### config.mk
export PLATFORM = sky130hd
export DESIGN_NAME = pe_result
export DESIGN_NICKNAME = d
export VERILOG_FILES = /design/src/source/cplx_pkg.sv /design/src/source/pe_isa_pkg.sv /design/src/source/pe_result.sv
export SDC_FILE = /design/constraint.sdc
export NUM_CORES = 1
export LEC_CHECK = 0
export ABC_AREA = 1
export BUFFER_PORTS_ARGS = -buffer_cell sky130_fd_sc_hd__buf_4
export CORE_MARGIN = 2
export CORE_UTILIZATION = 30
export CTS_CLUSTER_SIZE = 24
export DETAILED_ROUTE_END_ITERATION = 8
export PLACE_DENSITY = 0.81
export SYNTH_ARGS = -nofsm -noshare
export SYNTH_HDL_FRONTEND = slang
export SYNTH_SLANG_ARGS = --single-unit
### constraint.sdc
create_clock -name clk -period 0.8 [get_ports clk]
set_input_delay 0.16 -clock clk [delete_from_list [all_inputs] [get_ports clk]]
set_output_delay 0.16 -clock clk [all_outputs]
set_load 0.01 [all_outputs]
### src/source/cplx_pkg.sv
package cplx_pkg;

    ////////////////////////////////////////
    // widths
    ////////////////////////////////////////

    // one real or imaginary component
    localparam int DATA_WIDTH = 16;

    // q1.15, products scaled back by this
    localparam int FRAC_BITS = 15;

    // full width of one partial product
    localparam int PROD_WIDTH = 2 * DATA_WIDTH;

    ////////////////////////////////////////
    // types
    ////////////////////////////////////////

    typedef logic signed [DATA_WIDTH-1:0] sample_t;

    // signed x signed, no loss
    typedef logic signed [PROD_WIDTH-1:0] prod_t;

    // sum or difference of two products, one guard bit
    typedef logic signed [PROD_WIDTH:0] psum_t;

    // one complex word, re in the upper half
    typedef struct packed {
        sample_t re;
        sample_t im;
    } cplx_t;

endpackage

### src/source/pe_isa_pkg.sv
package pe_isa_pkg;

    ////////////////////////////////////////
    // storage sizes
    ////////////////////////////////////////

    // complex data words
    localparam int REG_NUM = 16;
    // instruction words
    localparam int IMEM_DEPTH = 32;

    localparam int REG_ADDR_WIDTH = $clog2(REG_NUM);
    localparam int PC_WIDTH       = $clog2(IMEM_DEPTH);

    typedef logic [REG_ADDR_WIDTH-1:0] reg_addr_t;
    typedef logic [PC_WIDTH-1:0]       pc_t;

    ////////////////////////////////////////
    // instruction format
    ////////////////////////////////////////

    // halt sits apart from the alu codes
    typedef enum logic [2:0] {
        OP_NOP  = 3'd0,
        OP_ADD  = 3'd1,
        OP_SUB  = 3'd2,
        OP_MUL  = 3'd3,
        OP_MAC  = 3'd4,
        OP_HALT = 3'd7
    } opcode_e;

    // 3 + 4 + 4 + 4 + 1 = 16 bits
    typedef struct packed {
        opcode_e   op;
        reg_addr_t dst;
        reg_addr_t src_a;
        reg_addr_t src_b;
        logic      emit;
    } inst_t;

    // what the execute and result stages still need
    typedef struct packed {
        opcode_e   op;
        reg_addr_t dst;
        logic      emit;
    } exec_ctrl_t;

    // run control
    typedef enum logic [1:0] {
        IDLE,
        RUN,
        DRAIN,
        DONE
    } fetch_state_e;

endpackage

### src/source/pe_result.sv
`timescale 1ns/1ps

module pe_result
    import cplx_pkg::*;
    import pe_isa_pkg::*;
(
    input  logic       clk,
    input  logic       rst_n,
    input  logic       res_v,
    input  exec_ctrl_t res_ctrl,
    input  cplx_t      res,
    input  logic       pipe_busy,
    output logic       wb_v,
    output reg_addr_t  wb_addr,
    output cplx_t      wb_data,
    output logic       retire_v,
    output reg_addr_t  retire_addr,
    output logic       dout_v,
    output cplx_t      dout,
    output logic       empty
);

    logic  writes;
    // covers the alu stage 1 slot, one behind data mem
    logic  busy_q;
    cplx_t res_q;

    // nop flows through but never writes
    assign writes = res_v && res_ctrl.op != OP_NOP;

    // retire a cycle early, data mem bypasses the write
    assign retire_v    = writes;
    assign retire_addr = res_ctrl.dst;

    assign wb_data = res_q;
    assign dout    = res_q;

    always_ff @(posedge clk) begin
        res_q   <= res;
        wb_addr <= res_ctrl.dst;
    end

    always_ff @(posedge clk) begin
        if (!rst_n) begin
            wb_v   <= 1'b0;
            dout_v <= 1'b0;
            busy_q <= 1'b0;
        end else begin
            wb_v   <= writes;
            dout_v <= writes && res_ctrl.emit;
            busy_q <= pipe_busy;
        end
    end

    // nothing left anywhere from decode to output
    assign empty = !(pipe_busy || busy_q || res_v || wb_v || dout_v);

endmodule

Yosys cells after proc, flatten, opt, wreduce, memory -nomap -nowiden
Cells that the tools add are included.
{ "op_classes": {"n_eq_ne": 0, "n_reduce_logical": 8, "magnitude_cmp": 0, "n_div": 0, "n_mul": 0, "n_mux": 0, "shift": 0, "n_bitwise": 0, "add_sub_neg": 0} }
{ "op_table": {"columns": ["cell", "n"], "rows": [
  ["$logic_or A1 B1 Y1", 4],
  ["$reduce_bool A3 Y1", 1],
  ["$logic_and A1 B1 Y1", 2],
  ["$logic_not A1 Y1", 1]
]} }
{ "totals": {"latchBits": 0, "rom_bits": 0, "word_cells": 14, "output_inout_bits": 76, "ramBits": 0, "n_memories": 0, "input_bits": 44, "register_bits": 39} }

Longest topological paths before layout
Gate-level depths: netlist of run 1.
{ "logic_depth": {"word_depth": 5, "depth_mapped": 4, "ltp_nobuf": 4} }

Worst setup path before layout of run 1
No wires, ideal clock.
{ "synth_timing": {"path_type": "reg2out", "startpoint": "reg wb_v", "endpoint": "out empty", "path_stages_with_launch": 4, "setup_slack_ns": 0.010, "t_required_ns": 0.640, "n_path_buf": 0, "arrival_ns": 0.630, "cell_sequence": "dfxtp_1 nor2_1 nand2_1 nor3_2"} }
{ "synth_via": {"elab_chain_len": 3} }
{ "synth_rtl": {"columns": ["element", "line", "text"], "rows": [
  ["start, declared", "pe_result.sv:13", "output logic wb_v,"],
  ["start signal, assigned", "pe_result.sv:49", "wb_v <= writes;"],
  ["$logic_or A1 B1 Y1 (2 in series)", "pe_result.sv:56", "assign empty = !(pipe_busy || busy_q || res_v || wb_v || dout_v);"],
  ["$logic_not A1 Y1", "pe_result.sv:56", null],
  ["end, declared", "pe_result.sv:20", "output logic empty"]
]} }
Every way passes these cells.

Worst setup path after layout of run 1
Ends and elaborated chain as after synthesis.

==> summary.md, run 1 <==
| Metric | Value |
|---|---|
| Final std cells w/o fill | between 200 and 300 |
| Rows | 22 |
| Crit path buffers/inverters | 1 |
| Die Area | 4220 um^2 |
| Gate Count Post-Synth | between 80 and 90 |
| Crit share post-route | 141% |
| Final nets | around 260 |
| GRT overflow | 0 |
| Crit. End Element | primary output |
| Final core occ | roughly 71% |
| Post-synth net total | between 100 and 150 |
| YS warnings | 0 |
| Endpoints failing setup | slightly above 70 |
| Slew Limit Fails | 0 |
| Failing checks | negative setup slack |
| Dpl ws | -29.3 ps |
| Num Clock Sinks | 39 |
| RSZ-0062 raised after global routing | true |
| Routability cong. | between 0.7 and 0.8 |
| Top delay family on crit path | flip-flops |
| DR vias | about 1,000 |
| Pleak | about 1.2 nW |
| Hold path start | pipe_busy |
| Number of fill cells | approximately 270 |
| Starting density of the core | a little under a third |
| Vias in the first global route | 1,097 |
| Finished Cell Area | 2550 um^2 |
| Max cap viols | 0 |
| Clock-pin slew on the worst setup and hold paths | approximately 70 ps |
| Core area | about 3600 um^2 |
| First-pass GRT wire length | approximately 5000 um |
| Dpl hpwl | about 2200 um |
| Worst Hold Class | primary input to register |
| Cts bufs inserted | 5 |
| Area share of the leading cell type in the synthesized netlist | between 70% and 80% |
| DRC Markers | 0 |
| WP data required | about 640 ps |
| Fmax achieved | slightly below 900 MHz |
| CP max-delay cell | dfxtp_1 |
| Largest net degree at the start of global routing | 12 |
| Clk buf depth | 2 |
| Worst slew margin | about nine tenths |
| Worst-path maximum fanout | 2 |
| Most frequent cells in the layout | 69 x buf_6, 50 x buf_4, 37 x dfxtp_2 |
| Share of cells above drive strength 1 | between 70% and 80% |
| Least-Margin Pin Slew | between 150 and 200 ps |
| TNS Setup | -6310 ps |
| CP Launch Type | register |
| Ant. Diodes | 0 |
| Seq cells post-synth | 39 |
| Area leader, netlist | dfxtp_1 |
| Post-route worst setup slack | -331 ps |
| Crit-path cells | nor2_1 > nand2_1 > nor3_2 > buf_4 |
| Vias/cell | ~3.8 |
| Storage element area | around 830 um^2 |
| Tot GR Track Use | between 15 and 20% |
| CP Class | register to primary output |
| Avg Inst Size Synth | around 13 um^2 |
| Period minus WS final | 1130 ps |
| Cells after DPL | 220 |
| Die height | 65.0 um |
| Max VDD drop | ~1.1 mV |
| Placed standard-cell area | 1800 um^2 |
| Number of routed nets with antenna violations | 0 |
| Port bufs | between 100 and 150 |
| Drt total wl | 3440 um |
| Fin. Hold Viols | 0 |
| # IOs | 120 |
| Multi-input gate area | between 40 and 50 um^2 |
| Status | finished, violations left |
| CP Launch Point | wb_v$_SDFF_PN0_ |
| PwrDens | around 1700 nW/um^2 |
| Drt wl/cell | 13.0 um |
| Layout area overhead | 129% |
| Pre-antenna DRT Iters | 2 |
| CTS H-tree depth | 2 |
| Number of distinct library cells after synthesis | 8 |
| Critical path arrival | 970 ps |
| Post-synthesis sequential area ratio | between 70 and 80% |
| Initial antenna violation count | 0 |
| Hold slack | a little under 70 ps |
| Max incr delay on CP | a little over 300 ps |
| Commonest non-fill, non-tap cell in the layout | buf_6 |
| DRT iter0 DRCs | 27 |
| Die Width | about 65 um |
| Total Power | approximately 4.2 mW |
| Clock root buffer | clkbuf_8 |
| Largest cells by area after synthesis | dfxtp_1 70%, buf_4 24%, inv_1 1.7% |
| TritonCTS clock tree | built |
| Synthesized cell area | 1110 um^2 |
==> per-layer routing <==
metal / up-vias / part of all wire, % / global-route usage [%]
li1: 481 / - / -
met1: 444 / 28 / 12.4
met2: 73 / 62 / 35.8
met3: 2 / 9.0 / 7.12
met4: 0 / 0.41 / 6.38
met5: - / 0 / 0
==> report_power, final <==
part / leakage (nW) / switching [mW] / internal (mW)
Combinational: 0.856 / 0.256 / 0.595
Sequential: 0.329 / 0.0885 / 2.07
Clock: 0.0422 / 0.590 / 0.610
==> what timing repair did <==
| item | 4_1_cts | 5_1_grt |
|---|---|---|
| resized for setup | 105 | 2 |
| setup endpoints to repair | 71 | 72 |
| setup buffers | 0 | 0 |
| endpoints found under the hold margin | 36 | 0 |
| hold buffers | 36 | 0 |
==> logic make-up (layout without fill, tap and decap cells) <==
group                  after synthesis  after routing  share of synthesized area [%]
AOI/OAI and AO/OA                    1              1                          0.674
buffers and inverters               41            168                           25.9
DFF                                 39             39                           70.0
and+or+nand+nor                      8              8                           3.37
==> registers in the layout (all words and copies together), names as in the netlist <==
register	count
dout_v	1
dout	32
busy_q	1
wb_v	1
wb_addr	4
==> worst paths after layout <==
path | end | slack (ps) | cells past startpoint
setup / recovery | empty | -330 | 4
hold / removal | busy_q$_SDFF_PN0_ | 70 | 3
==> Yosys cell counts <==
master,count
nor3_2,1
nand2_1,3
nand3_1,1
nor2_1,3
dfxtp_1,39
buf_4,36
inv_1,5
a21boi_0,1
==> final cells by class <==
cell class,instances,share of cell area [%]
clock buffer,7,3.00
sequential,39,32.5
inverter,5,0.737
timing repair buffer,155,59.4
clock inverter,1,0.196
multi-input combinational,9,1.87
tap,48,2.36
Power figures use the tool's default switching activity.
==> run 2: changes to the inputs <==
--- a/config.mk
+++ b/config.mk
@@ -8,10 +8,11 @@
 export ABC_AREA = 1
 export BUFFER_PORTS_ARGS = -buffer_cell sky130_fd_sc_hd__buf_4
 export CORE_MARGIN = 2
-export CORE_UTILIZATION = 30
+export CORE_UTILIZATION = 31
+export CTS_BUF_LIST = sky130_fd_sc_hd__clkbuf_8
 export CTS_CLUSTER_SIZE = 24
 export DETAILED_ROUTE_END_ITERATION = 8
-export PLACE_DENSITY = 0.81
+export PLACE_DENSITY = 0.83
 export SYNTH_ARGS = -nofsm -noshare
 export SYNTH_HDL_FRONTEND = slang
 export SYNTH_SLANG_ARGS = --single-unit
==> summary.md, run 2 (synthesis results as in run 1) <==
| Metric | Value |
|---|---|
| Status | finished, violations left |
| Failing checks | negative setup slack |
| DRT iter0 DRCs | 26 (-3.7%) |
| Vias in the first global route | 1,189 (+8.4%) |
| Critical path arrival | 950 ps (-20 ps) |
| TritonCTS clock tree | built |
| Crit share post-route | 139% (-2.0 points) |
| Cells after DPL | 218 (-0.91%) |
| Part of the power in combinational logic | 19.7% (-0.5 points) |
| Die Width | 64.0 um (-1.5%) |
| Initial antenna violation count | 0 (unchanged) |
| Largest register FFs | 32 (unchanged) |
| Total Power | 4.42 mW (+4.9%) |
| WP data required | 640 ps (about the same) |
| Sw Share | 21.9% (-0.31 points) |
| Number of fill cells | 217 (-21%) |
| Layout area overhead | 132% |
| Die height | 64.0 um (-1.5%) |
| Pre-antenna DRT Iters | 4 (+2) |
| Least-Margin Pin Slew | 119 ps (-34.0 ps) |
| Power Internal | 3.45 mW (+5.3%) |
| DRC Markers | 0 (unchanged) |
| Worst-path maximum fanout | 2 (unchanged) |
| Port bufs | 119 (unchanged) |
| Net load switching power | 0.967 mW (+3.4%) |
| Storage element area | 828 um^2 (+0.15%) |
| # IOs | 120 (unchanged) |
| Final nets | 261 (+0.77%) |
| Most frequent cells in the layout | 71 x buf_6, 50 x buf_4, 38 x dfxtp_2 |
| Period minus WS final | 1110 ps (-16.2 ps) |
| First-pass GRT wire length | 5620 um (+11%) |
| Clock-pin slew on the worst setup and hold paths | 70 ps (about the same) |
| Worst slew margin | 92.1% (+2.3 points) |
| Clk buf depth | 2 (unchanged) |
| Max VDD drop | 1.17 mV (+2.6%) |
| Routability cong. | 0.699 (-5.5%) |
| Die Area | 4090 um^2 (-3.0%) |
| Flop pwr share | 48.9% (-2.4 points) |
| Share of cells above drive strength 1 | 77.5% (+1.6 points) |
| Cts bufs inserted | 5 (unchanged) |
| Num Clock Sinks | 39 (unchanged) |
| Fmax achieved | 897 MHz (+1.4%) |
| Commonest non-fill, non-tap cell in the layout | buf_6 |
| Rows | 21 (-4.5%) |
| PwrDens | 1700 nW/um^2 (+3.2%) |
| Multi-input gate area | 50.0 um^2 (+5.3%) |
| Largest net degree at the start of global routing | 12 (unchanged) |
| Post-route worst setup slack | -314 ps (+16.2 ps) |
| Drt wl/cell | 14.1 um (+8.6%) |
| Final std cells w/o fill | 264 (unchanged) |
| Vias/cell | 3.98 (+5.0%) |
| CTS H-tree depth | 2 (unchanged) |
| RSZ-0062 raised after global routing | true |
| Tot GR Track Use | 18.7% (+1.8 points) |
| Clk pwr share | 31.4% (+2.9 points) |
| DR vias | 1,050 (+5.0%) |
| Endpoints failing setup | 71 (unchanged) |
| Number of routed nets with antenna violations | 0 (unchanged) |
| Fin. Hold Viols | 0 (unchanged) |
| Worst Hold Class | primary input to register |
| Starting density of the core | 32.9% (+2.0 points) |
| CP Launch Type | register |
| Drt total wl | 3730 um (+8.6%) |
| Slew Limit Fails | 0 (unchanged) |
| Core area | 3390 um^2 (-6.0%) |
| CP Class | register to primary output |
| Ant. Diodes | 0 (unchanged) |
| Dpl hpwl | 2120 um (-1.7%) |
| GRT overflow | 0 (unchanged) |
| Crit. End Element | primary output |
| Pleak | 1.25 nW (+2.2%) |
| Max cap viols | 0 (unchanged) |
| Clock root buffer | clkbuf_8 |
run 2: worst max-delay path, cell delays in order (launching register included):
cell     delay (ps)
dfxtp_2         320
nor2_2           70
nand2_1          60
nor3_2           90
buf_4           130
run 2: what timing repair did:
item                       in CTS  in global routing
hold buffers                   36                  0
setup endpoints to repair      72                 72
resized for setup             109                  3
buffers inserted                2                  0
hold endpoints to repair       36                  0
pin swaps                       0                  0
run 2: power groups by stage:
stage	Combinational (mW)	Sequential (mW)	Clock [mW]
2_1_floorplan	0.203	2.19	0
3_3_place_gp	0.582	2.14	0
3_5_place_dp	0.594	2.14	0
4_1_cts	0.855	2.15	1.44
5_1_grt	0.915	2.17	1.54
6_report	0.871	2.16	1.38
run 2: per-stage QoR:
| stage | setup TNS, ps | util [%] | hold slack [ps] | area, um^2 | setup WS, ps |
|---|---|---|---|---|---|
| 2_1_floorplan | 0 | - | 188 | 1110 | 10.4 |
| 3_3_place_gp | -12.1 | 53.0 | 264 | 1800 | -12.1 |
| 3_5_place_dp | -62.9 | 53.0 | 266 | 1800 | -46.6 |
| 4_1_cts | -7300 | 76.3 | 60.0 | 2590 | -357 |
| 5_1_grt | -9050 | 76.4 | 83.8 | 2590 | -426 |
| 6_report | -6690 | 76.4 | 75.6 | 2590 | -314 |
run 2: final timing paths:
check                      startpoint                 to  slack (ps)  cells after the start
worst min-delay path            rst_n  busy_q$_SDFF_PN0_          80                      3
worst max-delay path  wb_v$_SDFF_PN0_              empty        -310                      4
run 2: final cells by class:
| type | instances | share of cell area (%) |
|---|---|---|
| clock buffers | 7 | 3.72 |
| multi-input cells | 9 | 1.93 |
| well taps | 46 | 2.22 |
| inverters | 5 | 0.725 |
| repair buffers | 157 | 59.3 |
| clock inverters | 1 | 0.145 |
| flip-flops and latches | 39 | 32.0 |
run 2: layer usage:
metal  global-route usage [%]  up-vias  wire (um)
met3                     6.16        6        352
met4                     8.15        0         48
met5                        0        -          0
met1                     14.5      487       1060
li1                         -      486          -
met2                     39.6       71       2270
